===== config.mk =====
export PLATFORM = sky130hd
export DESIGN_NAME = verticalStretch
export DESIGN_NICKNAME = d
export VERILOG_FILES = /design/src/stretchPkg.sv /design/src/lineCache.sv /design/src/cacheController.sv /design/src/pixelBlender.sv /design/src/verticalStretch.sv
export VERILOG_INCLUDE_DIRS = /design/src
export SDC_FILE = /design/constraint.sdc
export NUM_CORES = 1
export LEC_CHECK = 0
export ABC_AREA = 1
export BUFFER_PORTS_ARGS = -buffer_cell sky130_fd_sc_hd__buf_2
export CAP_MARGIN = 10
export CELL_PAD_IN_SITES_DETAIL_PLACEMENT = 1
export CELL_PAD_IN_SITES_GLOBAL_PLACEMENT = 2
export CORE_UTILIZATION = 40
export CTS_CLUSTER_DIAMETER = 30
export DETAILED_ROUTE_END_ITERATION = 6
export PLACE_DENSITY = 0.88
export SYNTH_ARGS = -nofsm -noshare
export SYNTH_HDL_FRONTEND = slang
export SYNTH_SLANG_ARGS = --single-unit

===== constraint.sdc =====
create_clock -name scalerClock -period 9.4 [get_ports scalerClock]
set_clock_uncertainty 0.2 [all_clocks]
set_input_delay 0.47 -clock scalerClock [delete_from_list [all_inputs] [get_ports scalerClock]]
set_output_delay 0.47 -clock scalerClock [all_outputs]
set_load 0.005 [all_outputs]

===== src/stretch_defines.svh =====
`ifndef STRETCH_DEFINES_SVH
`define STRETCH_DEFINES_SVH

// Fraction bits of the vertical shrink factor
// The factor itself carries one extra whole bit above these
`define SCALE_FRACTION_BITS 6

// Width of an upstream or downstream row number
`define ROW_BITS 11

// Width of a column number inside one scanline
`define COLUMN_BITS 4

// Pixels per scanline, fetched and emitted as a whole row
`define ROW_PIXELS (1 << `COLUMN_BITS)

`endif


===== src/stretchPkg.sv =====
`include "stretch_defines.svh"

package stretchPkg;

    // RGB 5-6-5 pixel with red in the top bits
    typedef struct packed {
        logic [4:0] red;
        logic [5:0] green;
        logic [4:0] blue;
    } pixel565;

    typedef logic [`ROW_BITS-1:0] rowIndex;
    typedef logic [`COLUMN_BITS-1:0] columnIndex;

    // One whole bit over SCALE_FRACTION_BITS fraction bits, so 1.0 is 7'b1000000
    typedef logic [`SCALE_FRACTION_BITS:0] shrinkFactor;

    // A scanline request, used both downstream and upstream
    typedef struct packed {
        rowIndex row;
    } rowRequest;

    typedef pixel565 upstreamPixel;

    // Write port of a line cache
    typedef struct packed {
        columnIndex column;
        pixel565 pixel;
    } cacheWrite;

    // Row held by a line cache; valid stays low until the first tag load
    typedef struct packed {
        rowIndex row;
        logic valid;
    } cacheTag;

    // One read-out job, issued per column
    typedef struct packed {
        logic upperInA;
        logic [`SCALE_FRACTION_BITS-1:0] fraction;
        columnIndex column;
        logic last;
    } blendJob;

    typedef struct packed {
        pixel565 pixel;
        columnIndex column;
        logic last;
    } outputPixel;

endpackage


===== src/lineCache.sv =====
`include "stretch_defines.svh"

module lineCache (
    input  logic                   scalerClock,
    input  logic                   reset,
    input  logic                   tagLoad,
    input  stretchPkg::rowIndex    tagRow,
    input  logic                   writeEnable,
    input  stretchPkg::cacheWrite  write,
    input  stretchPkg::columnIndex readColumn,
    output stretchPkg::pixel565    readPixel,
    output stretchPkg::cacheTag    tag
);

    // One full upstream scanline
    stretchPkg::pixel565 rowMemory [`ROW_PIXELS];

    // Write port and registered read port share the clock
    // A read of a column written in the same cycle returns the old pixel
    always_ff @(posedge scalerClock) begin
        if (writeEnable) begin
            rowMemory[write.column] <= write.pixel;
        end
        readPixel <= rowMemory[readColumn];
    end

    // The tag names the row that the next fetch fills
    // Pixel data is left alone here because the fetch overwrites every column
    always_ff @(posedge scalerClock or posedge reset) begin
        if (reset) begin
            tag.row   <= '0;
            tag.valid <= 1'b0;
        end else if (tagLoad) begin
            tag.row   <= tagRow;
            tag.valid <= 1'b1;
        end
    end

endmodule


===== src/cacheController.sv =====
`include "stretch_defines.svh"

module cacheController (
    input  logic                   scalerClock,
    input  logic                   reset,
    input  stretchPkg::shrinkFactor vShrinkFactor,
    input  logic                   downstreamRequestValid,
    input  stretchPkg::rowRequest  downstreamRequest,
    input  logic                   upstreamPixelValid,
    input  stretchPkg::cacheTag    tagA,
    input  stretchPkg::cacheTag    tagB,
    output logic                   upstreamRequestValid,
    output stretchPkg::rowRequest  upstreamRequest,
    output logic                   tagLoadA,
    output logic                   tagLoadB,
    output stretchPkg::rowIndex    tagRow,
    output logic                   writeEnableA,
    output logic                   writeEnableB,
    output stretchPkg::columnIndex writeColumn,
    output stretchPkg::columnIndex readColumn,
    output logic                   blendJobValid,
    output stretchPkg::blendJob    blendJob,
    output logic                   busy
);

    localparam int FRAC_BITS = `SCALE_FRACTION_BITS;
    localparam int COORD_BITS = `ROW_BITS + `SCALE_FRACTION_BITS;

    typedef enum logic [1:0] {stateIdle, stateMap, stateFetch, stateEmit} controlState;

    controlState state;
    logic drainPending;
    logic secondPending;
    logic olderIsB;
    stretchPkg::columnIndex fetchColumn;
    stretchPkg::columnIndex emitColumn;

    stretchPkg::rowIndex upperRow;
    stretchPkg::rowIndex lowerRow;
    logic [FRAC_BITS-1:0] fraction;
    logic upperInCacheA;
    logic fetchIntoB;

    logic [COORD_BITS-1:0] scaledRow;
    logic [COORD_BITS-1:0] halfStep;
    logic [COORD_BITS-1:0] centerOffset;
    logic [COORD_BITS-1:0] mappedCoord;
    stretchPkg::rowIndex mappedUpper;
    stretchPkg::rowIndex mappedLower;
    logic [FRAC_BITS-1:0] mappedFraction;

    logic accept;
    logic hitUpperA, hitUpperB, hitLowerA, hitLowerB;
    logic upperHit, lowerHit, needFetch, bothMiss;
    logic olderHoldsNeeded, mapLoadIntoB;
    logic fetchDone, startFetch, fetchB;
    stretchPkg::rowIndex fetchRow;

    // Upstream coordinate is row * factor plus half a factor step
    // A factor of 1.0 or more also moves back by half an upstream row to stay centered
    assign scaledRow = downstreamRequest.row * vShrinkFactor;
    assign halfStep = {`ROW_BITS'(0), vShrinkFactor[FRAC_BITS:1]};
    assign centerOffset = {`ROW_BITS'(0), vShrinkFactor[FRAC_BITS], (FRAC_BITS-1)'(0)};
    assign mappedCoord = scaledRow + halfStep - centerOffset;
    assign mappedUpper = mappedCoord[COORD_BITS-1:FRAC_BITS];
    assign mappedFraction = mappedCoord[FRAC_BITS-1:0];
    // With no fraction only the upper row contributes
    assign mappedLower = (mappedFraction == '0) ? mappedUpper : mappedUpper + `ROW_BITS'(1);

    assign accept = (state == stateIdle) && !busy && downstreamRequestValid;

    // Tag lookup on the registered rows during the map cycle
    assign hitUpperA = tagA.valid && (tagA.row == upperRow);
    assign hitUpperB = tagB.valid && (tagB.row == upperRow);
    assign hitLowerA = tagA.valid && (tagA.row == lowerRow);
    assign hitLowerB = tagB.valid && (tagB.row == lowerRow);
    assign upperHit = hitUpperA || hitUpperB;
    assign lowerHit = hitLowerA || hitLowerB;
    assign needFetch = !(upperHit && lowerHit);
    assign bothMiss = !upperHit && !lowerHit && (upperRow != lowerRow);

    // Replace the older cache unless it holds the other needed row
    assign olderHoldsNeeded = olderIsB ? (hitUpperB || hitLowerB) : (hitUpperA || hitLowerA);
    assign mapLoadIntoB = olderIsB ^ olderHoldsNeeded;

    // The second fetch of a double miss goes right after the last pixel of the first
    assign fetchDone = (state == stateFetch) && upstreamPixelValid && (fetchColumn == '1);
    assign startFetch = ((state == stateMap) && needFetch) || (fetchDone && secondPending);
    assign fetchRow = (state == stateMap) ? (upperHit ? lowerRow : upperRow) : lowerRow;
    assign fetchB = (state == stateMap) ? mapLoadIntoB : olderIsB;

    // Upstream data lands in the cache picked when its fetch started
    assign writeEnableA = (state == stateFetch) && upstreamPixelValid && !fetchIntoB;
    assign writeEnableB = (state == stateFetch) && upstreamPixelValid && fetchIntoB;
    assign writeColumn = fetchColumn;

    // One job per cycle while emitting, read address shared by both caches
    assign readColumn = emitColumn;
    assign blendJobValid = (state == stateEmit);
    assign blendJob = '{upperInA: upperInCacheA, fraction: fraction,
                        column: emitColumn, last: (emitColumn == '1)};

    always_ff @(posedge scalerClock or posedge reset) begin
        if (reset) begin
            state                <= stateIdle;
            busy                 <= 1'b0;
            drainPending         <= 1'b0;
            secondPending        <= 1'b0;
            olderIsB             <= 1'b0;
            fetchColumn          <= '0;
            emitColumn           <= '0;
            upstreamRequestValid <= 1'b0;
            tagLoadA             <= 1'b0;
            tagLoadB             <= 1'b0;
        end else begin
            upstreamRequestValid <= startFetch;
            tagLoadA <= startFetch && !fetchB;
            tagLoadB <= startFetch && fetchB;
            // The cache just loaded becomes the newer one
            if (startFetch) begin
                olderIsB <= !fetchB;
            end
            drainPending <= 1'b0;
            case (state)
                stateIdle: begin
                    // Last job still in the blender, busy drops as its pixel leaves
                    if (drainPending) begin
                        busy <= 1'b0;
                    end
                    if (accept) begin
                        busy  <= 1'b1;
                        state <= stateMap;
                    end
                end
                stateMap: begin
                    secondPending <= bothMiss;
                    fetchColumn   <= '0;
                    emitColumn    <= '0;
                    state         <= needFetch ? stateFetch : stateEmit;
                end
                stateFetch: begin
                    if (upstreamPixelValid) begin
                        fetchColumn <= fetchColumn + 1'b1;
                    end
                    if (fetchDone) begin
                        if (secondPending) begin
                            secondPending <= 1'b0;
                        end else begin
                            state <= stateEmit;
                        end
                    end
                end
                stateEmit: begin
                    emitColumn <= emitColumn + 1'b1;
                    if (emitColumn == '1) begin
                        drainPending <= 1'b1;
                        state        <= stateIdle;
                    end
                end
                default: state <= stateIdle;
            endcase
        end
    end

    // Mapped rows and fetch details are only looked at in the states that set them up
    always_ff @(posedge scalerClock) begin
        if (accept) begin
            upperRow <= mappedUpper;
            lowerRow <= mappedLower;
            fraction <= mappedFraction;
        end
        if (state == stateMap) begin
            // A missing upper row is always the first one fetched
            upperInCacheA <= upperHit ? hitUpperA : !mapLoadIntoB;
        end
        if (startFetch) begin
            upstreamRequest.row <= fetchRow;
            tagRow              <= fetchRow;
            fetchIntoB          <= fetchB;
        end
    end

endmodule


===== src/pixelBlender.sv =====
`include "stretch_defines.svh"

module pixelBlender (
    input  logic                   scalerClock,
    input  logic                   reset,
    input  logic                   blendJobValid,
    input  stretchPkg::blendJob    blendJob,
    input  stretchPkg::pixel565    pixelA,
    input  stretchPkg::pixel565    pixelB,
    output logic                   outputValid,
    output stretchPkg::outputPixel outputPixel
);

    localparam int FRAC_BITS = `SCALE_FRACTION_BITS;

    logic stagedValid;
    stretchPkg::blendJob stagedJob;
    stretchPkg::pixel565 upperPixel;
    stretchPkg::pixel565 lowerPixel;
    stretchPkg::pixel565 blendedPixel;
    logic [FRAC_BITS-1:0] upperCoeff;

    // Weighted sum of one channel, red and blue are zero-extended to six bits
    function automatic logic [FRAC_BITS-1:0] blendChannel(
        input logic [FRAC_BITS-1:0] upperValue,
        input logic [FRAC_BITS-1:0] lowerValue,
        input logic [FRAC_BITS-1:0] upperWeight,
        input logic [FRAC_BITS-1:0] lowerWeight
    );
        logic [2*FRAC_BITS-1:0] weighted;
        weighted = upperValue * upperWeight + lowerValue * lowerWeight;
        return weighted[2*FRAC_BITS-1:FRAC_BITS];
    endfunction

    // Cache data shows up one cycle after the job, so the job waits here one stage
    assign upperPixel = stagedJob.upperInA ? pixelA : pixelB;
    assign lowerPixel = stagedJob.upperInA ? pixelB : pixelA;
    // Upper weight is 63 minus the fraction
    assign upperCoeff = ~stagedJob.fraction;

    assign blendedPixel.red = 5'(blendChannel({1'b0, upperPixel.red}, {1'b0, lowerPixel.red},
                                              upperCoeff, stagedJob.fraction));
    assign blendedPixel.green = blendChannel(upperPixel.green, lowerPixel.green,
                                             upperCoeff, stagedJob.fraction);
    assign blendedPixel.blue = 5'(blendChannel({1'b0, upperPixel.blue}, {1'b0, lowerPixel.blue},
                                               upperCoeff, stagedJob.fraction));

    always_ff @(posedge scalerClock or posedge reset) begin
        if (reset) begin
            stagedValid <= 1'b0;
            outputValid <= 1'b0;
        end else begin
            stagedValid <= blendJobValid;
            outputValid <= stagedValid;
        end
    end

    always_ff @(posedge scalerClock) begin
        stagedJob <= blendJob;
        // Zero fraction means the upstream row lines up exactly, pass it through
        outputPixel.pixel  <= (stagedJob.fraction == '0) ? upperPixel : blendedPixel;
        outputPixel.column <= stagedJob.column;
        outputPixel.last   <= stagedJob.last;
    end

endmodule


===== src/verticalStretch.sv =====
module verticalStretch (
    input  logic                    scalerClock,
    input  logic                    reset,
    input  stretchPkg::shrinkFactor vShrinkFactor,
    input  logic                    downstreamRequestValid,
    input  stretchPkg::rowRequest   downstreamRequest,
    output logic                    busy,
    output logic                    upstreamRequestValid,
    output stretchPkg::rowRequest   upstreamRequest,
    input  logic                    upstreamPixelValid,
    input  stretchPkg::upstreamPixel upstreamPixelData,
    output logic                    outputValid,
    output stretchPkg::outputPixel  outputPixel
);

    stretchPkg::cacheTag tagA;
    stretchPkg::cacheTag tagB;
    logic tagLoadA;
    logic tagLoadB;
    stretchPkg::rowIndex tagRow;
    logic writeEnableA;
    logic writeEnableB;
    stretchPkg::columnIndex writeColumn;
    stretchPkg::columnIndex readColumn;
    stretchPkg::cacheWrite pixelWrite;
    stretchPkg::pixel565 pixelA;
    stretchPkg::pixel565 pixelB;
    logic blendJobValid;
    stretchPkg::blendJob blendJob;

    // Both caches see the same upstream pixel, the enables pick the target
    assign pixelWrite = '{column: writeColumn, pixel: upstreamPixelData};

    cacheController controller (
        .scalerClock, .reset, .vShrinkFactor,
        .downstreamRequestValid, .downstreamRequest,
        .upstreamPixelValid, .tagA, .tagB,
        .upstreamRequestValid, .upstreamRequest,
        .tagLoadA, .tagLoadB, .tagRow,
        .writeEnableA, .writeEnableB, .writeColumn,
        .readColumn, .blendJobValid, .blendJob, .busy
    );

    lineCache cacheA (
        .scalerClock, .reset, .tagLoad(tagLoadA), .tagRow,
        .writeEnable(writeEnableA), .write(pixelWrite),
        .readColumn, .readPixel(pixelA), .tag(tagA)
    );

    lineCache cacheB (
        .scalerClock, .reset, .tagLoad(tagLoadB), .tagRow,
        .writeEnable(writeEnableB), .write(pixelWrite),
        .readColumn, .readPixel(pixelB), .tag(tagB)
    );

    pixelBlender blender (
        .scalerClock, .reset, .blendJobValid, .blendJob,
        .pixelA, .pixelB, .outputValid, .outputPixel
    );

endmodule


* Word level (Yosys, flattened, before mapping) *
Memories as Yosys holds them, arrays and structs flattened. A register that Yosys moved wholly into a read port is not among the register bits.
Index checks and enable logic that the tools add are counted.

cells by class
  $add $sub $neg = 8
  multiply operators = 7
  eq/ne operators = 15
  multiplexer cells = 28
  bitwise logic cells = 2
  reduce and logical (&&, ||, !) cells = 39

operator list
  kind                     count
  $mux W16                 3
  $eq A11 B11 Y1           4
  $mul A5 B6 Y11           4
  $mux W11                 3
  $mul A6 B6 Y12           2
  $add A11 B11 Y11         2
  $add A17 B6 Y17          1
  $logic_and A1 B1 Y1      17
  $mul A11 B7 Y17          1
  $sub A17 B6 Y17          1
  $pmux W4 S2              2
  $mux W1                  13
  $add A12 B12 Y12         1
  $logic_not A6 Y1         2
  $add A11 B1 Y11 const B  1
  $ne A11 B11 Y1           1
  $add A4 B1 Y4 const B    2
  $eq A4 B4 Y1 const B     2
  $mux W2                  4
  $pmux W2 S4              1
  $logic_not A1 Y1         7
  $ne A2 B2 Y1 const B     3
  $not A6 Y6               1
  $reduce_and A2 Y1        3
  other kinds (10)         18

storage, ports and cells
  register bits after elaboration = 117
  bits in writable memories = 512
  input port bits = 38
  output and inout port bits = 35
  word-level logic and storage cells = 132
  memories kept = 2

memories
  name              depth  bits a word  read ports  clocked after memory_dff  wr ports  line             source
  cacheA.rowMemory  16     16           1           1                         1         lineCache.sv:16  stretchPkg::pixel565 rowMemory [`ROW_PIXELS];
  cacheB.rowMemory  16     16           1           1                         1         lineCache.sv:16

* Longest topological paths before layout *
  depth in word-level cells = 8
  gate-level depth with buffers = 27
  gate-level depth less buffers = 26

* Cells and area by module *
Synthesis repeated with hierarchy kept, for this count alone.

second synthesis, totals
  cells, all modules = 4172
  area total of the unflattened synthesis = 37908.9 µm²

by module, submodules not included
  module           instances  cells each  area each (µm²)  seq. area each (µm²)
  lineCache        2          1124        11818.8          8308.0
  pixelBlender     1          950         7335.8           710.7
  cacheController  1          974         6935.4           1656.6

* Least setup slack after synthesis *
No wires, ideal clock.

  path kind = register -> register
  start = reg blender.stagedJob[11] in the netlist's numbering
  end = reg, netlist name blender.outputPixel[7]
  setup time = 0.131 ns
  arrival time = 4.921 ns
  data required time = 9.069 ns
  setup slack = 4.148 ns
  stages on the path, launching flop included = 25
  buffers on the path = 2
  period minus slack after synthesis = 5.252 ns
  path through = dfxtp_1 > clkbuf_1 > clkbuf_1 > nor2_1 > a21oi_1 > nor2_1 > fa_1 > inv_1 > fa_1 > inv_1 > fa_1 > fa_1 > inv_1 > fa_1 > inv_1 > ha_1 > a21oi_1 > nand2_1 > nand2_1 > nand2_1 > nand3_1 > nand2_1 > or2_2 > nand3_1 > o21ai_0

between the ends
  cells in the longest elaborated chain, start to end = 4
  elaborated cells on any way between the ends = 6
  those cells by class = add/sub (1); mul (2); mux (3)

RTL lines
  what                                line                                    source
  from (decl)                         pixelBlender.sv:17                      stretchPkg::blendJob stagedJob;
  from (signal assigned)              pixelBlender.sv:59                      stagedJob <= blendJob;
  $mux W16, on equally long branches  pixelBlender.sv:36, pixelBlender.sv:37
  $mul A5 B6 Y11                      pixelBlender.sv:31                      weighted = upperValue * upperWeight + lowerValue * lowerWeight;
  $add A11 B11 Y11                    pixelBlender.sv:31
  $mux W16 (*)                        pixelBlender.sv:61                      outputPixel.pixel <= (stagedJob.fraction == '0) ? upperPixel : blendedPixel;

Every way passes the cells marked *; elsewhere a longest branch is shown, timed or not.
A chain may end at the register's enable or synchronous reset.

* Worst setup path after layout *
  start = reg blender.stagedJob[11] in the netlist's numbering
  end = reg, netlist name blender.outputPixel[13]

between the ends
  cells in the longest elaborated chain, start to end = 4
  elaborated cells on any way between the ends = 6
  those cells by class = add/sub (1); mul (2); mux (3)

RTL lines
  what                                line
  $mux W16, on equally long branches  pixelBlender.sv:36, pixelBlender.sv:37
  $mul A6 B6 Y12                      pixelBlender.sv:31
  $add A12 B12 Y12                    pixelBlender.sv:31
  $mux W16 (*)                        pixelBlender.sv:61

Marked as above.

==> flow_metrics.py <==
metrics = {
    "setup_path": {
        "crit_slowest_cell": "fa_1",
        "critPathBufInv": 5,
        "cp_top_family": "adder cells",
        "max_stage_delay_ns": 0.56,
        "crit_path_end": "blender.outputPixel[13]",
        "cp.depth": 23,
        "cp_max_fo": 64,
        "arrival_ns": 6.19,
        "cp-end-kind": "register",
        "crit_type": "reg -> reg",
        "r2r_slack_ns": 3.52,
        "worstPathRequired_ns": 9.71,
        "startpoint_type": "register",
        "critPathLaunch": "blender.stagedJob[11]",
        "timing.rr.end": "blender.outputPixel[13]",
        "crit_chain": "buf_4 > nor2_1 > a21oi_1 > nor2_1 > fa_1 > inv_1 > fa_1 > inv_1 > fa_1 > fa_1 > inv_1 > fa_1 > inv_1 > ha_1 > a21oi_1 > nand2_1 > nand2_1 > nand2_1 > nand3_1 > nand2_1 > or2_2 > nand3_1 > o21ai_0",
        "r2r_cells": 23,
        "rr_startpoint": "blender.stagedJob[11]",
        "crit_top_cell": "fa_1",
    },
    "global_route": {
        "grt_pass1_wl_um": 161100,
        "busiest_layer": "met2",
        "antenna_found_initial": 4,
        "grt.met3_usage_pct": 3.303,
        "grt_max_degree": 147,
        "met1_usage_pct": 29.16,
        "overflow": 0,
        "met2_usage_pct": 41.66,
        "first_global_vias": 27800,
        "track_usage_pct": 23.64,
    },
    "clocking": {
        "clock_sinks": 661,
        "cts.clk_slew.worst_paths_ns": 0.05,
        "htree_num_levels": 3,
        "numCtsBuffers": 120,
        "worstSkewPairLatency_ns": 0.71,
        "cts_buffer_depth": 3,
        "clockRootBuffer": "clkbuf_16",
        "cts_tree": "yes",
    },
    "routing": {
        "drc_errors": 0,
        "via_per_inst": 5.353,
        "ant_nets": 0,
        "drt-initial-drc-count": 1779,
        "routed_wl_um": 104000,
        "routedWlPerCell_um": 21.90,
        "via_count": 25400,
        "first_pass_iters": 6,
    },
    "yosys": {
        "synth_edf_count": 553,
        "ys_warn_count": 0,
        "postSynthAreaPerCell_um2": 10.34,
        "synth.net_count": 3745,
        "synthCells": 3384,
        "yosysSeqAreaShare_pct": 54.27,
        "ys_types": 44,
        "ys_ff_latch": 661,
        "synthTopCellsByArea": "edfxtp_1, fa_1, o21ai_0",
        "synth_most_common_cell": "edfxtp_1",
        "yosys-top-cells-count": "edfxtp_1, nor2_1, inv_1",
        "yosysTopAreaCell": "edfxtp_1",
        "synthFlopType": "edfxtp_1",
        "syn-cell-area_mm2": 0.03498,
        "yosysTopAreaCellShare_pct": 47.47,
        "ys_async_sr_fraction_pct": 6.505,
    },
    "die": {
        "fp.dieW_um": 297.7,
        "core_area_mm2": 0.08675,
        "num_rows": 108,
        "die_y_um": 297.7,
        "io_pins": 73,
        "die-area_mm2": 0.08864,
        "start_util_pct": 40.32,
    },
    "timing": {
        "rsz0062_at_grt": "no",
        "maxSlewHeadroom_pct": 15.41,
        "hold_violations": 0,
        "drv_slew": 0,
        "hold_ws_ns": 0.1232,
        "setup_viol": 0,
        "period_share_pct": 62.58,
        "worstMarginPinSlew_ns": 1.267,
        "period_minus_slack_ns": 5.882,
        "tns_ns": 0,
        "fmax_ghz": 0.1700,
    },
    "outcome": {
        "status": "finished clean",
    },
    "flow_run": {
        "cap_violations": 0,
    },
    "cells_and_area": {
        "nFillCells": 9532,
        "register_area_mm2": 0.01899,
        "synthToLayoutAreaGrowth_pct": 17.07,
        "drive_gt1_share_pct": 11.39,
        "multi_input_area_mm2": 0.01358,
        "fin_nets": 3844,
        "fin_cells": 4746,
    },
    "placement": {
        "io_buffers": 72,
        "globalplace.congestion": 0.8286,
        "hpwl_um": 65380,
        "place_inst": 4513,
    },
    "min_path": {
        "hp-class": "reg -> reg",
    },
}
[placed cells by master (no fill, tap or decap), drive strengths merged, types with 5 or more instances in the layout]
cell type and count:
clkinvlp 16, o21ai 403, nor3 10, o22ai 162
fa 175, clkbuf 125, nand2 483, a21oi 39
nand3 57, a22oi 5, edfxtp 553, clkinv 49
dfrtp 43, dfxtp 65, nand4 15, or2 9
xor2 18, nand3b 6, xnor2 24, ha 148
inv 514, a31oi 6, buf 123, nor2 508
bufinv 16
[timing repair]
item,in CTS,in global routing
hold buffers,2,0
endpoints found under the setup margin,0,0
buffers inserted,0,0
resized for setup,0,0
hold endpoints to repair,45,0
[state kept, by name, summed over array words and instances (netlist names), 2 cells and up]
register	cells
blender.outputPixel	21
blender.stagedJob	12
cacheA.readPixel	16
cacheA.rowMemory	256
cacheA.tag	12
cacheB.readPixel	16
cacheB.rowMemory	256
cacheB.tag	12
controller.fraction	6
controller.lowerRow	11
controller.readColumn	4
controller.state	2
controller.upperRow	11
controller.upstreamRequest	11
controller.writeColumn	4
[worst min path at each step]
stage	start	endpoint	slack [ns]	depth (start not counted)
after detailed placement	blender.stagedJob[3]	blender.outputPixel[3]	0.11	0
after CTS	upstreamPixelData[0]	cacheA.rowMemory[6][0]	0.09	1
after floorplan	blender.stagedJob[0]	blender.outputPixel[0]	0.11	0
after global placement	blender.stagedJob[3]	blender.outputPixel[3]	0.11	0
final	blender.stagedJob[3]	blender.outputPixel[3]	0.12	0
after global routing	blender.stagedJob[3]	blender.outputPixel[3]	0.13	0
[worst register-to-register path: cells and delay by family, from the launching register on]
family / cells / cell delay [ns]
flops: 1 / 0.31
simple gates: 9 / 1.12
buf+inv: 5 / 0.65
fa+ha+maj: 6 / 2.80
compound gates: 3 / 0.62
[cell families after synthesis]
| kind of cell | Yosys count | share of synthesized area, % |
|---|---|---|
| simple gates | 1092 | 12.55 |
| buf+inv | 639 | 7.125 |
| xor+xnor | 42 | 1.052 |
| fa+ha+maj | 323 | 15.31 |
| flops | 661 | 54.27 |
| compound gates | 627 | 9.700 |
[final cells by class]
| cell class | count | area share [%] |
|---|---|---|
| antenna | 1 | 0.006110 |
| clock buffer | 125 | 7.479 |
| clock inverter | 104 | 3.022 |
| inverter | 491 | 4.522 |
| multi-input combinational | 2084 | 33.15 |
| sequential | 661 | 46.38 |
| tap | 1155 | 3.529 |
| timing repair buffer | 125 | 1.913 |
[routing by layer]
metal | vias up | wire [um]
li1 | 11490 | -
met1 | 12920 | 41930
met2 | 793 | 52530
met3 | 197 | 6299
met4 | 4 | 3175
met5 | - | 18
[stage by stage]
stage                     instance area (um^2)  setup slack [ns]  utilization [%]
after detailed placement                 36620             3.613            42.21
final                                    40950             3.518            47.21
after floorplan                          34980             4.148                -
after global routing                     40950             3.145            47.21
after global placement                   36620             3.786            42.21
after CTS                                40940             3.548            47.19
Power is not shown: default switching activity piles up to over one toggle a cycle in this logic, so the estimate is an artifact.
